[src/hdl/host_pkg.sv]
/* Shared widths, register map and message types of the host device.
   Modules import it in their body and name its types by scope in their ports. */
`default_nettype none

package host_pkg;

  localparam int host_addr_width_gp     = 20;
  localparam int host_data_width_gp     = 64;
  localparam int host_trace_en_width_gp = 13;

  // Host register map
  localparam logic [host_addr_width_gp-1:0] host_trace_addr_gp  = 20'h0_0100;
  localparam logic [host_addr_width_gp-1:0] host_finish_addr_gp = 20'h0_0200;
  localparam logic [host_addr_width_gp-1:0] host_status_addr_gp = 20'h0_0300;

  typedef enum logic
  {
    e_host_rd = 1'b0
    ,e_host_wr = 1'b1
  } host_msg_e;

  typedef enum logic [1:0]
  {
    e_reg_none    = 2'd0
    ,e_reg_trace  = 2'd1
    ,e_reg_finish = 2'd2
    ,e_reg_status = 2'd3
  } host_reg_e;

  typedef struct packed
  {
    host_msg_e                      msg_type;
    logic [host_addr_width_gp-1:0]  addr;
  } host_fwd_header_s;

  typedef struct packed
  {
    host_msg_e                      msg_type;
    logic [host_addr_width_gp-1:0]  addr;
  } host_rev_header_s;

  // Trace register view with the enables in the low bits
  typedef struct packed
  {
    logic [host_data_width_gp-host_trace_en_width_gp-1:0] unused;
    logic [host_trace_en_width_gp-1:0]                    en;
  } host_trace_view_s;

  // Finish register view
  typedef struct packed
  {
    logic [host_data_width_gp-17:0] unused;
    logic [7:0]                     code;
    logic [7:0]                     core;
  } host_finish_view_s;

  typedef union packed
  {
    host_trace_view_s   trace_view;
    host_finish_view_s  finish_view;
  } host_data_u;

  typedef struct packed
  {
    host_reg_e   sel;
    logic        w_v;
    host_data_u  data;
  } host_reg_op_s;

endpackage

`default_nettype wire
[src/hdl/host_top.sv]
/* Host device top level: forward decode, register file and reverse response queue.
   num_core_p sets the number of finish flags. */
`default_nettype none

module host_top
  #(parameter int num_core_p = 4)
  (input  logic                                          clk_i
   ,input logic                                          rst_n_i

   ,input host_pkg::host_fwd_header_s                    fwd_header_i
   ,input host_pkg::host_data_u                          fwd_data_i
   ,input logic                                          fwd_v_i
   ,output logic                                         fwd_ready_and_o

   ,output host_pkg::host_rev_header_s                   rev_header_o
   ,output logic [host_pkg::host_data_width_gp-1:0]      rev_data_o
   ,output logic                                         rev_v_o
   ,input logic                                          rev_ready_and_i

   ,output logic [host_pkg::host_trace_en_width_gp-1:0]  trace_en_o
   ,output logic [num_core_p-1:0]                        finish_o
   ,output logic                                         all_finished_o
   );

  import host_pkg::*;

  host_reg_op_s     reg_op;
  host_rev_header_s echo_header;
  host_data_u       rd_data;
  logic             op_v;
  logic             space;

  host_fwd_decode fwd_decode
    (.fwd_header_i(fwd_header_i)
     ,.fwd_data_i(fwd_data_i)
     ,.fwd_v_i(fwd_v_i)
     ,.space_i(space)
     ,.fwd_ready_and_o(fwd_ready_and_o)
     ,.op_v_o(op_v)
     ,.reg_op_o(reg_op)
     ,.rev_header_o(echo_header)
     );

  host_reg_file
   #(.num_core_p(num_core_p))
   reg_file
    (.clk_i(clk_i)
     ,.rst_n_i(rst_n_i)
     ,.op_v_i(op_v)
     ,.reg_op_i(reg_op)
     ,.rd_data_o(rd_data)
     ,.trace_en_o(trace_en_o)
     ,.finish_o(finish_o)
     ,.all_finished_o(all_finished_o)
     );

  // Response captured on the same edge the register op commits
  host_rev_queue rev_queue
    (.clk_i(clk_i)
     ,.rst_n_i(rst_n_i)
     ,.push_i(op_v)
     ,.header_i(echo_header)
     ,.data_i(rd_data)
     ,.space_o(space)
     ,.rev_header_o(rev_header_o)
     ,.rev_data_o(rev_data_o)
     ,.rev_v_o(rev_v_o)
     ,.rev_ready_and_i(rev_ready_and_i)
     );

endmodule

`default_nettype wire

[src/hdl/host_rev_queue.sv]
/* Two-entry in-order queue for reverse responses.
   Pushes on request acceptance and pops on the reverse valid/ready_and handshake. */
`default_nettype none

module host_rev_queue
  (input  logic                           clk_i
   ,input logic                           rst_n_i

   ,input logic                           push_i
   ,input host_pkg::host_rev_header_s     header_i
   ,input host_pkg::host_data_u           data_i
   ,output logic                          space_o

   ,output host_pkg::host_rev_header_s    rev_header_o
   ,output logic [host_pkg::host_data_width_gp-1:0] rev_data_o
   ,output logic                          rev_v_o
   ,input logic                           rev_ready_and_i
   );

  import host_pkg::*;

  host_rev_header_s                header_mem [2];
  logic [host_data_width_gp-1:0]   data_mem   [2];
  logic [host_data_width_gp-1:0]   push_data;
  logic                            wr_ptr_r;
  logic                            rd_ptr_r;
  logic [1:0]                      count_r;
  logic                            pop;

  assign pop     = rev_v_o & rev_ready_and_i;
  assign space_o = (count_r != 2'd2);
  assign rev_v_o = (count_r != 2'd0);

  // Write acks return no data
  assign push_data = (header_i.msg_type == e_host_wr) ? '0 : data_i;

  always_ff @(posedge clk_i or negedge rst_n_i)
    begin
      if (!rst_n_i)
        begin
          wr_ptr_r <= 1'b0;
          rd_ptr_r <= 1'b0;
          count_r  <= 2'd0;
        end
      else
        begin
          if (push_i)
            wr_ptr_r <= ~wr_ptr_r;
          if (pop)
            rd_ptr_r <= ~rd_ptr_r;
          case ({push_i, pop})
            2'b10:   count_r <= count_r + 2'd1;
            2'b01:   count_r <= count_r - 2'd1;
            default: count_r <= count_r;
          endcase
        end
    end

  always_ff @(posedge clk_i)
    begin
      if (push_i)
        begin
          header_mem[wr_ptr_r] <= header_i;
          data_mem[wr_ptr_r]   <= push_data;
        end
    end

  assign rev_header_o = header_mem[rd_ptr_r];
  assign rev_data_o   = data_mem[rd_ptr_r];

endmodule

`default_nettype wire

[src/hdl/host_reg_file.sv]
/* Host registers: trace enables, per-core finish flags and the last finish code.
   Writes commit on the acceptance edge; read data shows the value before it. */
`default_nettype none

module host_reg_file
  #(parameter int num_core_p = 4)
  (input  logic                                          clk_i
   ,input logic                                          rst_n_i

   ,input logic                                          op_v_i
   ,input host_pkg::host_reg_op_s                        reg_op_i

   ,output host_pkg::host_data_u                         rd_data_o
   ,output logic [host_pkg::host_trace_en_width_gp-1:0]  trace_en_o
   ,output logic [num_core_p-1:0]                        finish_o
   ,output logic                                         all_finished_o
   );

  import host_pkg::*;

  logic [host_trace_en_width_gp-1:0] trace_en_r;
  logic [num_core_p-1:0]             finish_r;
  logic [num_core_p-1:0]             finish_n;
  logic [7:0]                        finish_code_r;
  logic                              all_finished_r;
  logic                              trace_w_v;
  logic                              finish_w_v;
  logic                              core_in_range;

  assign trace_w_v     = op_v_i & reg_op_i.w_v & (reg_op_i.sel == e_reg_trace);
  assign core_in_range = (reg_op_i.data.finish_view.core < num_core_p);
  assign finish_w_v    = op_v_i & reg_op_i.w_v & (reg_op_i.sel == e_reg_finish)
                         & core_in_range;

  // Flags only ever get set
  always_comb
    begin
      finish_n = finish_r;
      for (int i = 0; i < num_core_p; i++)
        begin
          if (finish_w_v && (reg_op_i.data.finish_view.core == i))
            finish_n[i] = 1'b1;
        end
    end

  always_ff @(posedge clk_i or negedge rst_n_i)
    begin
      if (!rst_n_i)
        begin
          trace_en_r     <= '0;
          finish_r       <= '0;
          finish_code_r  <= '0;
          all_finished_r <= 1'b0;
        end
      else
        begin
          if (trace_w_v)
            trace_en_r <= reg_op_i.data.trace_view.en;
          if (finish_w_v)
            finish_code_r <= reg_op_i.data.finish_view.code;
          finish_r       <= finish_n;
          all_finished_r <= &finish_n;
        end
    end

  always_comb
    begin
      rd_data_o = '0;
      case (reg_op_i.sel)
        e_reg_trace:  rd_data_o.trace_view.en    = trace_en_r;
        e_reg_finish: rd_data_o.finish_view.code = finish_code_r;
        e_reg_status: rd_data_o[num_core_p-1:0]  = finish_r;
        default:      rd_data_o = '0;
      endcase
    end

  assign trace_en_o     = trace_en_r;
  assign finish_o       = finish_r;
  assign all_finished_o = all_finished_r;

endmodule

`default_nettype wire

[src/hdl/host_fwd_decode.sv]
/* Forward request front end: accepts a request when the response queue has room
   and turns it into a register operation plus the header to echo back. */
`default_nettype none

module host_fwd_decode
  (input  host_pkg::host_fwd_header_s  fwd_header_i
   ,input host_pkg::host_data_u        fwd_data_i
   ,input logic                        fwd_v_i
   ,input logic                        space_i

   ,output logic                       fwd_ready_and_o
   ,output logic                       op_v_o
   ,output host_pkg::host_reg_op_s     reg_op_o
   ,output host_pkg::host_rev_header_s rev_header_o
   );

  import host_pkg::*;

  host_reg_e reg_sel;
  logic      is_write;

  // Ready only depends on queue room, never on valid
  assign fwd_ready_and_o = space_i;
  assign op_v_o          = fwd_v_i & space_i;

  assign is_write = (fwd_header_i.msg_type == e_host_wr);

  always_comb
    begin
      case (fwd_header_i.addr)
        host_trace_addr_gp:  reg_sel = e_reg_trace;
        host_finish_addr_gp: reg_sel = e_reg_finish;
        host_status_addr_gp: reg_sel = e_reg_status;
        default:             reg_sel = e_reg_none;
      endcase
    end

  always_comb
    begin
      reg_op_o.sel  = reg_sel;
      // Status is read only
      reg_op_o.w_v  = is_write & ((reg_sel == e_reg_trace) | (reg_sel == e_reg_finish));
      reg_op_o.data = fwd_data_i;
    end

  always_comb
    begin
      rev_header_o.msg_type = fwd_header_i.msg_type;
      rev_header_o.addr     = fwd_header_i.addr;
    end

endmodule

`default_nettype wire

[config.mk]
export PLATFORM = sky130hd
export DESIGN_NAME = host_top
export DESIGN_NICKNAME = d
export VERILOG_FILES = /design/src/hdl/host_pkg.sv /design/src/hdl/host_top.sv /design/src/hdl/host_rev_queue.sv /design/src/hdl/host_reg_file.sv /design/src/hdl/host_fwd_decode.sv
export SDC_FILE = /design/constraint.sdc
export NUM_CORES = 1
export LEC_CHECK = 0
export BUFFER_PORTS_ARGS = -buffer_cell sky130_fd_sc_hd__buf_2
export CAP_MARGIN = 20
export CORE_ASPECT_RATIO = 0.7
export CORE_MARGIN = 5
export CORE_UTILIZATION = 48
export CTS_CLUSTER_DIAMETER = 100
export DETAILED_ROUTE_END_ITERATION = 8
export PLACE_DENSITY = 0.79
export SLEW_MARGIN = 20
export SYNTH_ARGS = -nofsm -noshare
export SYNTH_HDL_FRONTEND = slang
export SYNTH_SLANG_ARGS = --single-unit
export TNS_END_PERCENT = 50
[constraint.sdc]
create_clock -name clk_i -period 3.45 [get_ports clk_i]
set_clock_uncertainty 0.05 [all_clocks]
set_input_delay 0.8625 -clock clk_i [delete_from_list [all_inputs] [get_ports clk_i]]
set_output_delay 0.8625 -clock clk_i [all_outputs]
set_load 0.02 [all_outputs]
==> impl_metrics.env <==
export IMPL_power_density_nw_per_um2=698
export IMPL_peakVddDrop_uv=328
export IMPL_synth_compound_area_share_pct=2.86
export IMPL_synthArstFlopShare_pct=28.8
export IMPL_die_h_microns=91.9
export IMPL_antenna_cells=0
export IMPL_grt_usage_pct=15.4
export IMPL_clockRootBuffer="clkbuf_16"
export IMPL_worstSetupPathType="primary input to register"
export IMPL_crit_required_ns=3.62
export IMPL_drc=0
export IMPL_postCtsResizedCells=0
export IMPL_cts_hold_buf=0
export IMPL_die_w_microns=127
export IMPL_grt_pass1_wl_microns=14000
export IMPL_synth_fa_ha_area_share_pct=1.09
export IMPL_period_minus_slack_ns=2.97
export IMPL_start_util_pct=49.9
export IMPL_finalCritPeriodShare_pct=86.0
export IMPL_yosysUniqueCellTypes=38
export IMPL_finalNonFillerCells=533
export IMPL_leakage_nw=2.28
export IMPL_cts_tree="done"
export IMPL_synth_edf_count=74
export IMPL_postCtsSetupBuffers=0
export IMPL_yosys_register_bits=104
export IMPL_clk_latency_ns=0.33
export IMPL_synth_top_family_by_area="multiplexers"
export IMPL_synthXorXnorAreaFrac_pct=0.952
export IMPL_avgRoutedWirePerCell_microns=16.6
export IMPL_synth_area_per_cell_sq_um=15.4
export IMPL_rsz0062_at_grt="false"
export IMPL_ant_nets=0
export IMPL_finalHoldViolCount=0
export IMPL_place_area_sq_um=5080
export IMPL_numCtsBuffers=9
export IMPL_fin_area_sq_um=5340
export IMPL_hold_worst_slack_ns=0.453
export IMPL_critPathArrivalTime_ns=3.14
export IMPL_dp_cells=517
export IMPL_hp_start="reg_file.finish_code_r[7]"
export IMPL_core_area_sq_um=9220
export IMPL_fmax_ghz=0.337
export IMPL_syn_inst=299
export IMPL_critPathLaunchType="primary input"
export IMPL_vias=2556
export IMPL_min_to="reg_file.finish_code_r[7]"
export IMPL_clk_path_buf_depth=2
export IMPL_clock_sinks=104
export IMPL_hold_depth=1
export IMPL_path_max_fanout=13
export IMPL_synth_warnings=0
export IMPL_status="completed"
export IMPL_areaGrowthSynthToFinish_pct=16.2
export IMPL_drtIter0Drc=172
export IMPL_slew_headroom_pct=39.2
export IMPL_wirelength_microns=8830
export IMPL_r2r_slack_ns=1.61
export IMPL_grt_pass1_vias=2763
export IMPL_synth_seq_area_share_pct=64.6
export IMPL_numPortBuffers=97
export IMPL_gp_congestion=0.741
export IMPL_grt_ovfl_total=0
export IMPL_num_rows=29
export IMPL_via_per_inst=4.80
export IMPL_synth_flop_cell="edfxtp_1"
export IMPL_h_tree_depth=3
export IMPL_tightest_slew_ns=0.913
export IMPL_synthesis_area_sq_um=4600
export IMPL_cap_viol_max_count=0
export IMPL_min_path_type="register to register"
export IMPL_r2r_cells=2
export IMPL_clk_pin_slew_worst_paths_ns=0.06
export IMPL_antenna_found_initial=1
export IMPL_endpoint_kind="register"
export IMPL_ios=194
export IMPL_r2r_start="rev_queue.count_r[0]"
export IMPL_regToRegEndpoint="rev_queue.header_mem[1][13]"
export IMPL_drive_above_1_share_pct=45.5
export IMPL_first_pass_iters=4
export IMPL_maxSlewViolCount=0
export IMPL_muxShareOfSynthArea_pct=14.3
export IMPL_fin_nets=497
export IMPL_grt_max_degree=39
export IMPL_die_area_sq_um=11700
export IMPL_dp_hpwl_microns=6320
export IMPL_tns_ns=0
export IMPL_setup_viol=0
export IMPL_yosys_area_share_simple_pct=6.61
how the worst max path moves through the flow:
stage                                start                   endpoint  slack [ns]  depth (start not counted)
final                     fwd_header_i[19]  reg_file.finish_code_r[1]        0.48                         10
after global routing      fwd_header_i[17]  reg_file.finish_code_r[1]        0.33                         10
after CTS                 fwd_header_i[17]  reg_file.finish_code_r[1]        0.46                         10
after detailed placement  fwd_header_i[19]  reg_file.finish_code_r[0]        0.11                         10
after global placement    fwd_header_i[17]  reg_file.finish_code_r[2]        0.15                         10
after floorplan                    fwd_v_i   rev_queue.data_mem[0][0]        0.49                          2
sequential cells by signal, summed over array words and instances, names as in the netlist, 2 cells and up:
name / count
rev_queue.data_mem: 32
reg_file.trace_en_o: 13
rev_queue.header_mem: 42
reg_file.finish_code_r: 8
rev_queue.count_r: 2
reg_file.finish_o: 4
power by group:
part | total [mW] | switching, mW | internal, mW
Sequential | 1.75 | 0.152 | 1.60
Clock | 0.900 | 0.415 | 0.485
Combinational | 1.08 | 0.641 | 0.437
synthesized netlist by cell type, drive strengths merged (3+ instances only):
cell type	instances	area share (%)
edfxtp	74	48
mux2	56	14
buf	55	9.1
dfrtp	30	16
and2	10	1.4
nand2	10	0.98
nor2	10	0.82
a22oi	9	1.5
nor3	6	0.65
ha	4	1.1
nor4	4	0.54
a31o	3	0.57
xnor2	3	0.57
per-layer routing:
metal	GRT usage, %	share of wire [%]
met1	19.1	43
met3	5.40	6.9
met2	25.9	49
met5	0	0.079
met4	4.11	0.89
metrics by stage:
stage	total power [mW]	setup slack, ns	util, %
6_report	3.73	0.483	58.0
5_1_grt	3.92	0.325	58.0
4_1_cts	3.78	0.461	58.0
3_5_place_dp	2.88	0.112	55.1
3_3_place_gp	2.86	0.154	55.1
2_1_floorplan	2.55	0.489	-
final cells by class:
| class | instances | area [sq um] |
|---|---|---|
| Tap cell | 124 | 155 |
| Inverter | 2 | 7.51 |
| Clock inverter | 6 | 37.5 |
| Clock buffer | 10 | 229 |
| Fill cell | 745 | 3870 |
| Timing Repair Buffer | 104 | 563 |
| Sequential cell | 104 | 2970 |
| Multi-Input combinational cell | 183 | 1380 |
kinds of logic (layout without fill, tap and decap cells):
family | Yosys count | after routing
mux | 57 | 57
other cells | 1 | 48
fa+ha+maj | 4 | 4
flops | 104 | 104
compound gates | 17 | 17
simple gates | 52 | 52
xor+xnor | 5 | 5
buf+inv | 59 | 122
worst max-delay path, stage by stage:
cell	delay, ns
buf_2	0.11
nor4_1	0.32
nand2_1	0.17
nor2_1	0.23
and2_1	0.20
ha_1	0.25
and2b_1	0.23
and4b_1	0.25
buf_12	0.17
mux2_2	0.34
placed cells by master (no fill, tap or decap), types with 4 or more instances in the layout:
cell / Yosys / final
a22oi_1: 9 / 9
and2_1: 10 / 10
buf_2: 4 / 97
buf_4: 49 / 5
clkbuf_16: 0 / 9
conb_1: 1 / 48
dfrtp_1: 30 / 29
edfxtp_1: 74 / 74
ha_1: 4 / 4
mux2_2: 51 / 51
mux2_4: 5 / 5
nand2_1: 9 / 9
nor2_1: 10 / 9
nor3_1: 6 / 6
nor4_1: 4 / 4
(Power assumes the default switching activity.)
